<file path="config.mk">
export PLATFORM = sky130hd
export DESIGN_NAME = pu_req_decode
export DESIGN_NICKNAME = d
export VERILOG_FILES = /design/src/switch_info_pkg.sv /design/src/pu_req_decode.sv /design/src/sync_fifo.sv
export VERILOG_INCLUDE_DIRS = /design/src
export SDC_FILE = /design/constraint.sdc
export NUM_CORES = 1
export LEC_CHECK = 0
export ABC_AREA = 1
export BUFFER_PORTS_ARGS = -buffer_cell sky130_fd_sc_hd__buf_4
export CAP_MARGIN = 20
export CORE_ASPECT_RATIO = 1.5
export CORE_MARGIN = 4
export CORE_UTILIZATION = 57
export DETAILED_ROUTE_END_ITERATION = 10
export GPL_TIMING_DRIVEN = 0
export PLACE_DENSITY = 0.85
export SYNTH_ARGS = -nofsm -noshare
export SYNTH_HDL_FRONTEND = slang
export SYNTH_SLANG_ARGS = --single-unit
</file>
<file path="constraint.sdc">
create_clock -name clk -period 5.1 [get_ports clk]
set_input_delay 1.02 -clock clk [delete_from_list [all_inputs] [get_ports clk]]
set_output_delay 1.02 -clock clk [all_outputs]
set_load 0.05 [all_outputs]
</file>
<file path="src/switch_info_cfg.svh">
// Size and region settings for the switch-info table, included by the package, RTL and testbench
`ifndef SWITCH_INFO_CFG_SVH
`define SWITCH_INFO_CFG_SVH

// PU side
`define SI_NUM_PU             4
`define SI_PU_ID_W            2
`define SI_CMD_DEPTH          2

// Command fields
`define SI_REGION_W           4
`define SI_REGION_SWITCH_INFO 3
`define SI_FID_W              4
`define SI_OFS_W              4

// Table geometry, the index is fid followed by offset
`define SI_DATA_W             32
`define SI_ADDR_W             (`SI_FID_W + `SI_OFS_W)
`define SI_TAG_DEPTH          4

`endif
</file>
<file path="src/switch_info_pkg.sv">
// Shared struct types for the PU command path, the response path and the APB host port
`include "switch_info_cfg.svh"

package switch_info_pkg;

	// Read command sent by a PU, 12 bits
	typedef struct packed {
		logic [`SI_REGION_W-1:0] region; // Must equal SI_REGION_SWITCH_INFO
		logic [`SI_FID_W-1:0]    fid;
		logic [`SI_OFS_W-1:0]    offset;
	} pu_cmd_t;

	typedef logic [`SI_PU_ID_W-1:0] pu_id_t;

	// Response to one PU, ack is a single-cycle pulse
	typedef struct packed {
		logic                  ack;
		logic [`SI_DATA_W-1:0] data;
	} pu_resp_t;

	typedef struct packed {
		logic                  psel;
		logic                  penable;
		logic                  pwrite;
		logic [`SI_ADDR_W-1:0] paddr;
		logic [`SI_DATA_W-1:0] pwdata;
	} apb_req_t;

	typedef struct packed {
		logic                  pready;
		logic [`SI_DATA_W-1:0] prdata;
		logic                  pslverr;
	} apb_resp_t;

endpackage

</file>
<file path="src/pu_req_decode.sv">
// Decode stage that filters PU commands by region and queues the accepted ones per PU
`timescale 1ns/1ps
`include "switch_info_cfg.svh"

module pu_req_decode (
	input  logic                      clk,
	input  logic                      rst_n,
	input  logic [`SI_NUM_PU-1:0]     io_req,
	input  switch_info_pkg::pu_cmd_t  io_cmd [`SI_NUM_PU],
	output logic [`SI_NUM_PU-1:0]     req_ready,
	output logic [`SI_NUM_PU-1:0]     pending,
	output switch_info_pkg::pu_cmd_t  head_cmd [`SI_NUM_PU],
	input  logic [`SI_NUM_PU-1:0]     pop
);

	import switch_info_pkg::*;

	logic [`SI_NUM_PU-1:0] q_wr;
	logic [`SI_NUM_PU-1:0] q_full;
	logic [`SI_NUM_PU-1:0] q_empty;

	assign req_ready = ~q_full; // Ready while the queue has room
	assign pending   = ~q_empty;

	// A transferred command with another region is dropped here
	always_comb begin
		for (int i = 0; i < `SI_NUM_PU; i++) begin
			q_wr[i] = io_req[i] & req_ready[i]
				& (io_cmd[i].region == `SI_REGION_W'(`SI_REGION_SWITCH_INFO));
		end
	end

	for (genvar gi = 0; gi < `SI_NUM_PU; gi++) begin : g_cmd_q
		sync_fifo #(
			.payload_t (pu_cmd_t),
			.DEPTH     (`SI_CMD_DEPTH)
		) u_cmd_fifo (
			.clk   (clk),
			.rst_n (rst_n),
			.wr    (q_wr[gi]),
			.din   (io_cmd[gi]),
			.rd    (pop[gi]),
			.dout  (head_cmd[gi]),
			.full  (q_full[gi]),
			.empty (q_empty[gi])
		);
	end

endmodule

</file>
<file path="src/sync_fifo.sv">
// Register-array FIFO with a typed payload, used for PU command queues and PU-id tag queues
`timescale 1ns/1ps

module sync_fifo #(
	parameter type payload_t = logic [7:0],
	parameter int DEPTH = 2
) (
	input  logic     clk,
	input  logic     rst_n,
	input  logic     wr,
	input  payload_t din,
	input  logic     rd,
	output payload_t dout,
	output logic     full,
	output logic     empty
);

	localparam int PTR_W = (DEPTH > 1) ? $clog2(DEPTH) : 1;
	localparam int CNT_W = $clog2(DEPTH + 1);

	payload_t           mem [DEPTH];
	logic [PTR_W-1:0]   wr_ptr;
	logic [PTR_W-1:0]   rd_ptr;
	logic [CNT_W-1:0]   count;
	logic               do_wr;
	logic               do_rd;

	assign full  = (count == CNT_W'(DEPTH));
	assign empty = (count == '0);
	assign do_wr = wr & ~full;
	assign do_rd = rd & ~empty;
	assign dout  = mem[rd_ptr]; // Head is visible without a read

	always_ff @(posedge clk) begin
		if (!rst_n) begin
			wr_ptr <= '0;
			rd_ptr <= '0;
			count  <= '0;
		end else begin
			if (do_wr)
				wr_ptr <= (wr_ptr == PTR_W'(DEPTH - 1)) ? '0 : wr_ptr + 1'b1;
			if (do_rd)
				rd_ptr <= (rd_ptr == PTR_W'(DEPTH - 1)) ? '0 : rd_ptr + 1'b1;
			if (do_wr && !do_rd)
				count <= count + 1'b1;
			else if (do_rd && !do_wr)
				count <= count - 1'b1;
		end
	end

	always_ff @(posedge clk) begin
		if (do_wr)
			mem[wr_ptr] <= din;
	end

endmodule

</file>
After elaboration in Yosys (flattened, before gate mapping)
Memory sizes are Yosys's and may differ from the RTL's. A register that Yosys moved wholly into a read port is not among the register bits.
Cells that the tools add are included.
{ "word_totals": {"register_bits": 16, "ramBits": 96, "output_inout_bits": 56, "elab_cells": 122, "mem_count": 4} }
{ "classes": {"n_addsub": 16, "n_eq_ne": 8, "mux": 32, "bitwise_logic": 26, "reduce_logical": 24} }
{ "mem_list": {"columns": ["name", "words", "word_bits", "read_ports", "rd_clocked_by_memory_dff", "wr", "line_no", "text"], "rows": [
  ["g_cmd_q[0].u_cmd_fifo.mem", 2, 12, 1, 1, 1, "sync_fifo.sv:21", "payload_t mem [DEPTH];"],
  ["g_cmd_q[1].u_cmd_fifo.mem", 2, 12, 1, 1, 1, "sync_fifo.sv:21", null],
  ["g_cmd_q[2].u_cmd_fifo.mem", 2, 12, 1, 1, 1, "sync_fifo.sv:21", null],
  ["g_cmd_q[3].u_cmd_fifo.mem", 2, 12, 1, 1, 1, "sync_fifo.sv:21", null]
]} }
{ "ops": {"columns": ["op", "n"], "rows": [
  ["2-to-1 mux 1 bit", 24],
  ["AND 1 bit", 16],
  ["== test 4 x 2 -> 1 bit (second input constant)", 4],
  ["2-to-1 mux 2 bit", 8],
  ["adder 1 bit (second input constant)", 8],
  ["adder 2 x 1 -> 2 bit (second input constant)", 4],
  ["== test 2 bit (second input constant)", 4],
  ["logical AND 1 bit", 8],
  ["logical NOT 1 bit", 8],
  ["logical NOT 2 bit", 4],
  ["NOT 1 bit", 8],
  ["NOT 4 bit", 2],
  ["nonzero test 2 bit", 4],
  ["subtractor 2 x 1 -> 2 bit (second input constant)", 4]
]} }

Longest topological paths before layout
Gate-level depths: netlist of the first run.
{ "depth": {"ltp_word": 9, "ltp_mapped": 11} }

Hierarchy
A second synthesis of the first run with hierarchy kept.
{ "hier_totals": {"cells_unflattened": 332, "hier_area_um2": 4579.4} }
{ "modules_own_cells": {"columns": ["mod", "n_inst", "cells_each", "area_each_um2"], "rows": [
  ["sync_fifo", 4, 75, 1114.8],
  ["pu_req_decode", 1, 32, 120.1]
]} }

Least setup slack after synthesis of the first run
No wires, ideal clock.
{ "synth_timing": {"kind": "input to register", "from": "in io_cmd[47] (netlist name)", "to": "mem g_cmd_q[0].u_cmd_fifo.mem[0][0] (netlist name), enable pin", "arrival_time_ns": 2.156, "path_slack_ns": 2.548, "cell_stages": 2, "n_path_buf": 0, "path_cell_list": "nand3b_1 -> nor3_1"} }
{ "synth_via": {"elab_chain_len": 5} }
{ "synth_lines": {"columns": ["element", "line_no", "text"], "rows": [
  ["start, declared", "pu_req_decode.sv:9", "input switch_info_pkg::pu_cmd_t io_cmd [`SI_NUM_PU],"],
  ["== test 4 x 2 -> 1 bit", "pu_req_decode.sv:29", "& (io_cmd[i].region == `SI_REGION_W'(`SI_REGION_SWITCH_INFO));"],
  ["AND 1 bit", "pu_req_decode.sv:28", "q_wr[i] = io_req[i] & req_ready[i]"],
  ["AND 1 bit", "sync_fifo.sv:30", "assign do_wr = wr & ~full;"],
  ["2-to-1 mux 1 bit", "sync_fifo.sv:52", "if (do_wr)"],
  ["2-to-1 mux 1 bit (implied by the code)", "sync_fifo.sv:53", "mem[wr_ptr] <= din;"],
  ["end, declared", "sync_fifo.sv:21", null]
]} }
Every way passes these cells.

==> impl_metrics.json, run 1 <==
{
  "ys_seq_area_share_pct": 71.2,
  "n_antenna_cell": 0,
  "vias": 2906,
  "tns_ps": 0,
  "crit_arrival_ps": 1580,
  "rows": 39,
  "numCtsBuffers": 17,
  "post_cts_resized": 0,
  "fmax_mhz": 385,
  "grt.met2_usage_pct": 36.9,
  "drtAntennaViolNets": 0,
  "synth_top_area_share_pct": 62.5,
  "finalCriticalPeriod_ps": 2600,
  "wire_per_inst_um": 16.6,
  "gp_congestion": 0.724,
  "cp-start-kind": "flop",
  "die_height_um": 118,
  "finalNetCount": 509,
  "fin_skew_ps": 6.74,
  "grt_max_degree": 17,
  "cp-end-kind": "output pin",
  "vdd_drop_max_uv": 345,
  "cts_hold_buf": 0,
  "timing.rr.start": "g_cmd_q[3].u_cmd_fifo.count[0]",
  "power_density_nw_per_um2": 457,
  "hpwl_mm": 6.27,
  "insertion_delay_ps": 410,
  "grt_pass1_vias": 3137,
  "numClockSinks": 116,
  "grtUsageMet3_pct": 8.07,
  "worstMarginPinSlew_ps": 1060,
  "layout_common_cells": "buf_4, edfxtp_1, mux2_2",
  "grt-ovfl-total": 0,
  "h-tree-depth": 4,
  "grt_busiest_layer": "met2",
  "ys_seq_elements": 116,
  "post-route-period-util_pct": 50.9,
  "cellLeakagePower_nw": 2.49,
  "die_w_um": 81.4,
  "avgSynthCellArea_um2": 14.6,
  "io_buffers": 113,
  "rsz0062_at_grt": "no",
  "synth_fp_nets": 377,
  "grt_pass1_wl_mm": 14.7,
  "synthDistinctLibCells": 18,
  "clk_pin_slew_worst_paths_ps": 50,
  "postLayoutCoreUtil_pct": 80.8,
  "synth_warnings": 0,
  "core_um2": 7760,
  "start_util_pct": 59.4,
  "drc_errors": 0,
  "grtUsageMet1_pct": 20.3,
  "post-cts-setup-buffers": 0,
  "hold_path_class": "flop to flop",
  "dr.pass1.iters": 4,
  "cts_tree": "done",
  "avgViaCountPerCell": 5.17,
  "synth_top_area_cell": "edfxtp_1",
  "fillCellCount": 424,
  "total_power_mw": 2.86,
  "drt_wl_total_mm": 9.32,
  "path_class": "flop to output pin",
  "slew_violations": 0,
  "hold_viol_final": 0,
  "drtIter0Drc": 116,
  "cts_root_buf": "clkbuf_16",
  "syn_area_um2": 4610,
  "clockBufferDepth": 2,
  "status": "complete, no violations",
  "io_pins": 114,
  "syn_to_final_growth_pct": 35.9,
  "slew_headroom_pct": 29.0,
  "synth.area.top_cells": "edfxtp_1, mux2_2, dfxtp_1",
  "setup_viol": 0,
  "worstPathMaxFanout": 10,
  "track_usage_pct": 20.8,
  "grt_antenna_before_repair": 0,
  "drv_cap": 0,
  "fin_ws_ps": 2500,
  "cp.required_ps": 4080,
  "drive_gt1_share_pct": 48.0,
  "dieArea_um2": 9620,
  "hp-start": "g_cmd_q[2].u_cmd_fifo.rd_ptr",
  "pre_cts_ws_ps": 2350,
  "final_common_cell": "buf_4",
  "fin_hold_ws_ps": 487,
  "synthCells": 315
}
[cell type report]
type | instances | area (um2) | area share (%)
sequential | 116 | 3280 | 52.4
multi-input combinational | 164 | 1190 | 19.1
timing repair buffer | 113 | 848 | 13.5
clock buffer | 22 | 464 | 7.41
clock inverter | 10 | 201 | 3.21
tap | 102 | 128 | 2.04
inverter | 30 | 113 | 1.80
buffer | 5 | 35.0 | 0.559
[layer usage]
layer / share of wire (%) / routed length [um]
met1: 35 / 3300
met2: 55 / 5140
met3: 6.5 / 607
met4: 2.8 / 265
met5: 0 / 0
[cell families (layout without fill, tap and decap cells)]
group | Yosys count | after routing | share of synthesized area (%)
simple gates | 92 | 92 | 10.6
buf+inv | 35 | 180 | 3.20
compound gates | 20 | 20 | 2.17
flops | 116 | 116 | 71.2
fa+ha+maj | 4 | 4 | 1.09
mux | 48 | 48 | 11.7
[stage by stage]
step	area, um2	std cells
after floorplan	4610	315
after global placement	5590	530
after detailed placement	5600	530
after CTS	6270	562
after global routing	6270	562
final	6270	562
[worst paths after layout]
check             slack, ps  cells past startpoint                         endpoint
hold / removal          490                      2     g_cmd_q[2].u_cmd_fifo.rd_ptr
setup / recovery       2500                      3                     head_cmd[17]
hold reg to reg         490                      2     g_cmd_q[2].u_cmd_fifo.rd_ptr
setup reg to reg       3150                      6  g_cmd_q[3].u_cmd_fifo.mem[0][2]
[flip-flops by register name, summed over array words and instances, names as in the netlist, named ones only]
| name | flops |
|---|---|
| g_cmd_q.u_cmd_fifo.rd_ptr | 4 |
| g_cmd_q.u_cmd_fifo.mem | 96 |
| g_cmd_q.u_cmd_fifo.wr_ptr | 4 |
| g_cmd_q.u_cmd_fifo.count | 8 |
[Yosys cell counts, drive strengths merged]
| library cell | count |
|---|---|
| nand3b | 8 |
| nand3 | 8 |
| a21oi | 16 |
| dfxtp | 20 |
| edfxtp | 96 |
| o21ai | 4 |
| ha | 4 |
| mux2 | 48 |
| buf | 5 |
| nand2 | 48 |
| nor2 | 25 |
| inv | 30 |
| nor3 | 3 |
[power by group]
part	internal, mW	switching, mW	total, mW
registers	1.05	0.0221	1.07
clock network	0.938	0.394	1.33
logic	0.164	0.292	0.456
[critical path: stages (launching register included)]
cell	delay, ps
dfxtp_1	390
buf_4	220
mux2_2	370
buf_4	190
Note: power is estimated with default switching activity, not from simulation.
==> run 2, diff against run 1 <==
Settings changed: CORE_UTILIZATION 57 to 48, PLACE_DENSITY 0.85 to 0.76.
Clock period 5.1 ns to 2.1 ns, I/O delays scaled along.
==> impl_metrics.json, run 2 (synthesis gave the netlist of run 1 again) <==
{
  "status": "complete, no violations",
  "drtAntennaViolNets": 0,
  "grt_pass1_vias": 3011,
  "drt_wl_total_mm": 8.75,
  "hold_path_class": "primary input to flop",
  "finalCriticalPeriod_ps": 1950,
  "top_regs": "g_cmd_q.u_cmd_fifo.mem (96), g_cmd_q.u_cmd_fifo.count (8)",
  "post-cts-setup-buffers": 0,
  "r2r_cells": 6,
  "dieArea_um2": 11300,
  "cts_tree": "done",
  "final_common_cell": "buf_4",
  "io_pins": 114,
  "insertion_delay_ps": 390,
  "clockBufferDepth": 2,
  "cts_root_buf": "clkbuf_16",
  "path_class": "flop to output pin",
  "final-instance-count-excl-fill": 569,
  "critPathMostFrequentCell": "buf_4",
  "fillCellCount": 688,
  "io_buffers": 113,
  "die_w_um": 88.0,
  "fmax_mhz": 512,
  "fin_area_um2": 6090,
  "syn_to_final_growth_pct": 32.1,
  "wire_per_inst_um": 15.4,
  "placed_area_um2": 5610,
  "cp-start-kind": "flop",
  "fin_skew_ps": 5.14,
  "grt_pass1_wl_mm": 14.0,
  "worstMarginPinSlew_ps": 1020,
  "n_antenna_cell": 0,
  "avgViaCountPerCell": 4.95,
  "multi_input_area_um2": 1190,
  "top_register": "g_cmd_q.u_cmd_fifo.mem",
  "die_height_um": 128,
  "rsz0062_at_grt": "no",
  "numCtsBuffers": 17,
  "hold_viol_final": 0,
  "power_density_nw_per_um2": 987,
  "drive_gt1_share_pct": 46.8,
  "clk_pin_slew_worst_paths_ps": 50,
  "track_usage_pct": 16.6,
  "slew_headroom_pct": 32.0,
  "grt-ovfl-total": 0,
  "post-route-period-util_pct": 93.1,
  "core_um2": 9310,
  "grt_max_degree": 17,
  "regArea_um2": 3280,
  "grt_antenna_before_repair": 0,
  "rows": 43,
  "worstPathMaxFanout": 10,
  "post_cts_resized": 0,
  "drc_errors": 0,
  "h-tree-depth": 4,
  "numClockSinks": 116,
  "min_delay_path_depth": 1,
  "cellLeakagePower_nw": 2.40,
  "layout_common_cells": "buf_4, edfxtp_1, mux2_2",
  "vdd_drop_max_uv": 674,
  "start_util_pct": 49.5,
  "dr.pass1.iters": 4,
  "setup_viol": 0,
  "slowest_delay_ps": 370,
  "gp_congestion": 0.775,
  "cp-end-kind": "output pin",
  "cp.required_ps": 1680,
  "cts_hold_buf": 0,
  "hpwl_mm": 6.46,
  "r2r_setup_slack_ps": 210,
  "placedCellCount": 540,
  "largest_register_ffs": 96,
  "path_cells": "buf_4, mux2_2, buf_4",
  "drtIter0Drc": 126,
  "finalNetCount": 509,
  "slew_violations": 0,
  "slowest_stage": "dfxtp_1",
  "vias": 2818,
  "crit_arrival_ps": 1530,
  "drv_cap": 0
}
==> run 2: changes by cell type in the layout (fill, tap and decap cells not counted), sizes merged <==
cell,before,now
bufinv,6,0
clkinv,3,9
clkbuf,22,19
==> run 2: layout make-up <==
cell class	instances	area share [%]
Inverter	30	1.85
Tap cell	112	2.30
Sequential cell	116	53.9
Clock buffer	19	7.11
Multi-Input combinational cell	164	19.6
Buffer	5	0.575
Timing Repair Buffer	113	13.9
Clock inverter	10	0.739
==> run 2: path summary, 6_finish.rpt <==
check | start | endpoint
setup / recovery | flop | head_cmd[10]
setup reg to reg | g_cmd_q[3].u_cmd_fifo.count[0] | g_cmd_q[3].u_cmd_fifo.mem[0][10]
hold reg to reg | g_cmd_q[0].u_cmd_fifo.count[0] | g_cmd_q[0].u_cmd_fifo.count[0]
hold / removal | io_cmd[18] | g_cmd_q[2].u_cmd_fifo.mem[1][6]
==> run 2: power by group <==
| part | total (mW) | switching (mW) | leakage, nW | internal, mW |
|---|---|---|---|---|
| logic | 1.10 | 0.698 | 1.14 | 0.398 |
| registers | 2.61 | 0.0509 | 1.03 | 2.56 |
| clock network | 2.31 | 0.865 | 0.233 | 1.44 |
==> run 2: metrics by stage <==
step	power, mW	setup WS, ps	hold slack (ps)	TNS (ps)	util, %
detailed placement	3.76	-4.25	474	-46.5	60.3
global route	6.27	48.7	189	0	65.5
floorplan	3.41	148	454	0	-
CTS	6.08	106	192	0	65.5
global placement	3.73	-427	465	-14100	60.2
finish	6.01	146	208	0	65.5
==> run 2: metal layers <==
layer	up-vias	wire [um]	GRT usage (%)
li1	1378	-	-
met1	1325	3060	17.5
met2	94	4860	28.9
met3	21	619	5.85
met4	0	207	7.74
met5	-	0	0
==> run 2: critical path, delay by kind of cell, from the launching register on <==
family	cells	cell delay (ps)
buffers and inverters	2	400
DFF	1	370
muxes	1	360
==> run 3, diff against run 2 <==
Settings changed: CORE_UTILIZATION 48 to 57, PLACE_DENSITY 0.76 to 0.85, SYNTH_HIERARCHICAL from default to 1.
Clock period 2.1 ns to 2.4 ns, I/O delays scaled along.
==> impl_metrics.json, run 3 <==
{
  "status": "complete, no violations",
  "cp-end-kind": "flop",
  "clockBufferDepth": 2,
  "vdd_drop_max_uv": 812,
  "hold_path_class": "primary input to flop",
  "cts_tree": "done",
  "drtAntennaViolNets": 0,
  "rows": 39,
  "reg2reg_to": "g_cmd_q[2].u_cmd_fifo/mem[1][4]",
  "drtIter0Drc": 122,
  "path_class": "flop to flop",
  "avgViaCountPerCell": 5.06,
  "numCtsBuffers": 17,
  "setup_viol": 0,
  "finalNetCount": 527,
  "layout_common_cells": "buf_4, edfxtp_1, nor2_1, mux2_2, inv_1",
  "synth.area.top_cells": "edfxtp_1, mux2_2, dfxtp_1",
  "hold_viol_final": 0,
  "grt_pass1_wl_mm": 14.1,
  "synthTopCellsByCount": "edfxtp_1, mux2_2, nor2_1, inv_1, nand2_1",
  "avgSynthCellArea_um2": 13.8,
  "slew_violations": 0,
  "final_common_cell": "buf_4",
  "async_reset_ff_share_pct": 0,
  "cellLeakagePower_nw": 2.51,
  "track_usage_pct": 20.3,
  "fin_ws_ps": 321,
  "min_delay_path_depth": 1,
  "finalCriticalPeriod_ps": 2080,
  "drive_gt1_share_pct": 42.7,
  "grt_antenna_before_repair": 0,
  "io_buffers": 113,
  "synth_top_area_share_pct": 63.0,
  "pre_cts_ws_ps": 182,
  "h-tree-depth": 4,
  "hpwl_mm": 6.05,
  "drt_wl_total_mm": 8.96,
  "placedCellCount": 547,
  "cts_hold_buf": 0,
  "fin_skew_ps": 10.1,
  "slew_headroom_pct": 31.0,
  "placed_area_um2": 5560,
  "numClockSinks": 116,
  "synth_flop_cell": "edfxtp_1",
  "n_antenna_cell": 0,
  "worstPathMaxFanout": 12,
  "gp_congestion": 0.749,
  "dieArea_um2": 9560,
  "final-instance-count-excl-fill": 580,
  "post-route-period-util_pct": 86.6,
  "fmax_mhz": 481,
  "die_w_um": 81.2,
  "top_regs": "g_cmd_q.u_cmd_fifo/mem (96), g_cmd_q.u_cmd_fifo/count (8)",
  "cts_root_buf": "clkbuf_16",
  "r2r_setup_slack_ps": 320,
  "dr.pass1.iters": 7,
  "synth-edff-count": 96,
  "largest_register_ffs": 96,
  "synth_warnings": 6,
  "grt-ovfl-total": 0,
  "syn_area_um2": 4580,
  "timing.rr.start": "g_cmd_q[2].u_cmd_fifo/count[0]",
  "clk_pin_slew_worst_paths_ps": 50,
  "die_height_um": 118,
  "syn_to_final_growth_pct": 35.1,
  "synth.most_common_cell": "edfxtp_1",
  "rsz0062_at_grt": "no",
  "post-cts-setup-buffers": 0,
  "grt_pass1_vias": 3122,
  "cp.required_ps": 2430,
  "total_power_mw": 5.84,
  "cp-start-kind": "flop",
  "synthDistinctLibCells": 15,
  "holdPathEnd": "g_cmd_q[2].u_cmd_fifo/mem[0][2]",
  "io_pins": 114,
  "top_register": "g_cmd_q.u_cmd_fifo/mem",
  "grt_max_degree": 17,
  "start_util_pct": 59.4,
  "synthCells": 332,
  "synth_fp_nets": 394,
  "r2r_cells": 6,
  "fin_hold_ws_ps": 249,
  "power_density_nw_per_um2": 944,
  "ys_seq_area_share_pct": 71.7,
  "fin_area_um2": 6180,
  "worstMarginPinSlew_ps": 1030,
  "drc_errors": 0,
  "insertion_delay_ps": 410,
  "crit_arrival_ps": 2110,
  "ys_seq_elements": 116,
  "tns_ps": 0,
  "postLayoutCoreUtil_pct": 80.2,
  "wire_per_inst_um": 15.4,
  "post_cts_resized": 0,
  "core_um2": 7710,
  "hp-start": "io_cmd[14]",
  "drv_cap": 0,
  "synth_top_area_cell": "edfxtp_1",
  "vias": 2935
}
-- run 3: routing by layer --
metal,vias to the layer above,part of all wire (%),global-route usage (%)
met5,-,0,0
met3,17,5.5,7.12
met2,99,58,36.7
met1,1412,35,18.8
met4,0,1.9,11.4
li1,1407,-,-
-- run 3: layout make-up --
class                      count  area [um2]
sequential                   116        3280
multi-input combinational    164        1070
clock buffer                  20         437
clock inverter                12         185
fill                         446        1530
inverter                      48         180
tap                          102         128
timing repair buffer         114         856
buffer                         4        45.0
-- run 3: worst max path at each step --
| stage | from | to | slack [ps] | cells after the start |
|---|---|---|---|---|
| final | g_cmd_q[2].u_cmd_fifo/count[0] | g_cmd_q[2].u_cmd_fifo/mem[1][4] | 320 | 6 |
| after global routing | g_cmd_q[0].u_cmd_fifo/count[0] | g_cmd_q[0].u_cmd_fifo/mem[0][9] | 130 | 6 |
| after CTS | g_cmd_q[0].u_cmd_fifo/count[0] | g_cmd_q[0].u_cmd_fifo/mem[1][10] | 260 | 6 |
| after detailed placement | io_cmd[47] | g_cmd_q[0].u_cmd_fifo/mem[1][7] | 180 | 6 |
| after global placement | io_cmd[47] | g_cmd_q[0].u_cmd_fifo/mem[0][7] | 250 | 6 |
| after floorplan | g_cmd_q[0].u_cmd_fifo/count[0] | g_cmd_q[0].u_cmd_fifo/mem[1][0] | 400 | 6 |
-- run 3: worst max-delay path: stages (launching register included) --
cell and delay (ps):
dfxtp_1 440, nor2_1 80, inv_1 90, nand2_1 50, nor2_1 170, o21ai_2 110, nor2_1 760
-- run 3: cells by family after synthesis --
logic type | after synthesis | synth area share, %
adders and majority gates | 4 | 1.09
muxes | 48 | 11.8
buffers and inverters | 52 | 4.92
and+or+nand+nor | 96 | 8.42
AOI/OAI and AO/OA | 16 | 2.08
DFF | 116 | 71.7
-- run 3: power breakdown --
group | internal [mW] | switching, mW | leakage [nW] | total (mW)
registers | 2.24 | 0.0459 | 1.03 | 2.28
logic | 0.333 | 0.593 | 1.17 | 0.926
clock network | 1.82 | 0.811 | 0.304 | 2.63
total | 4.39 | 1.45 | 2.51 | 5.84
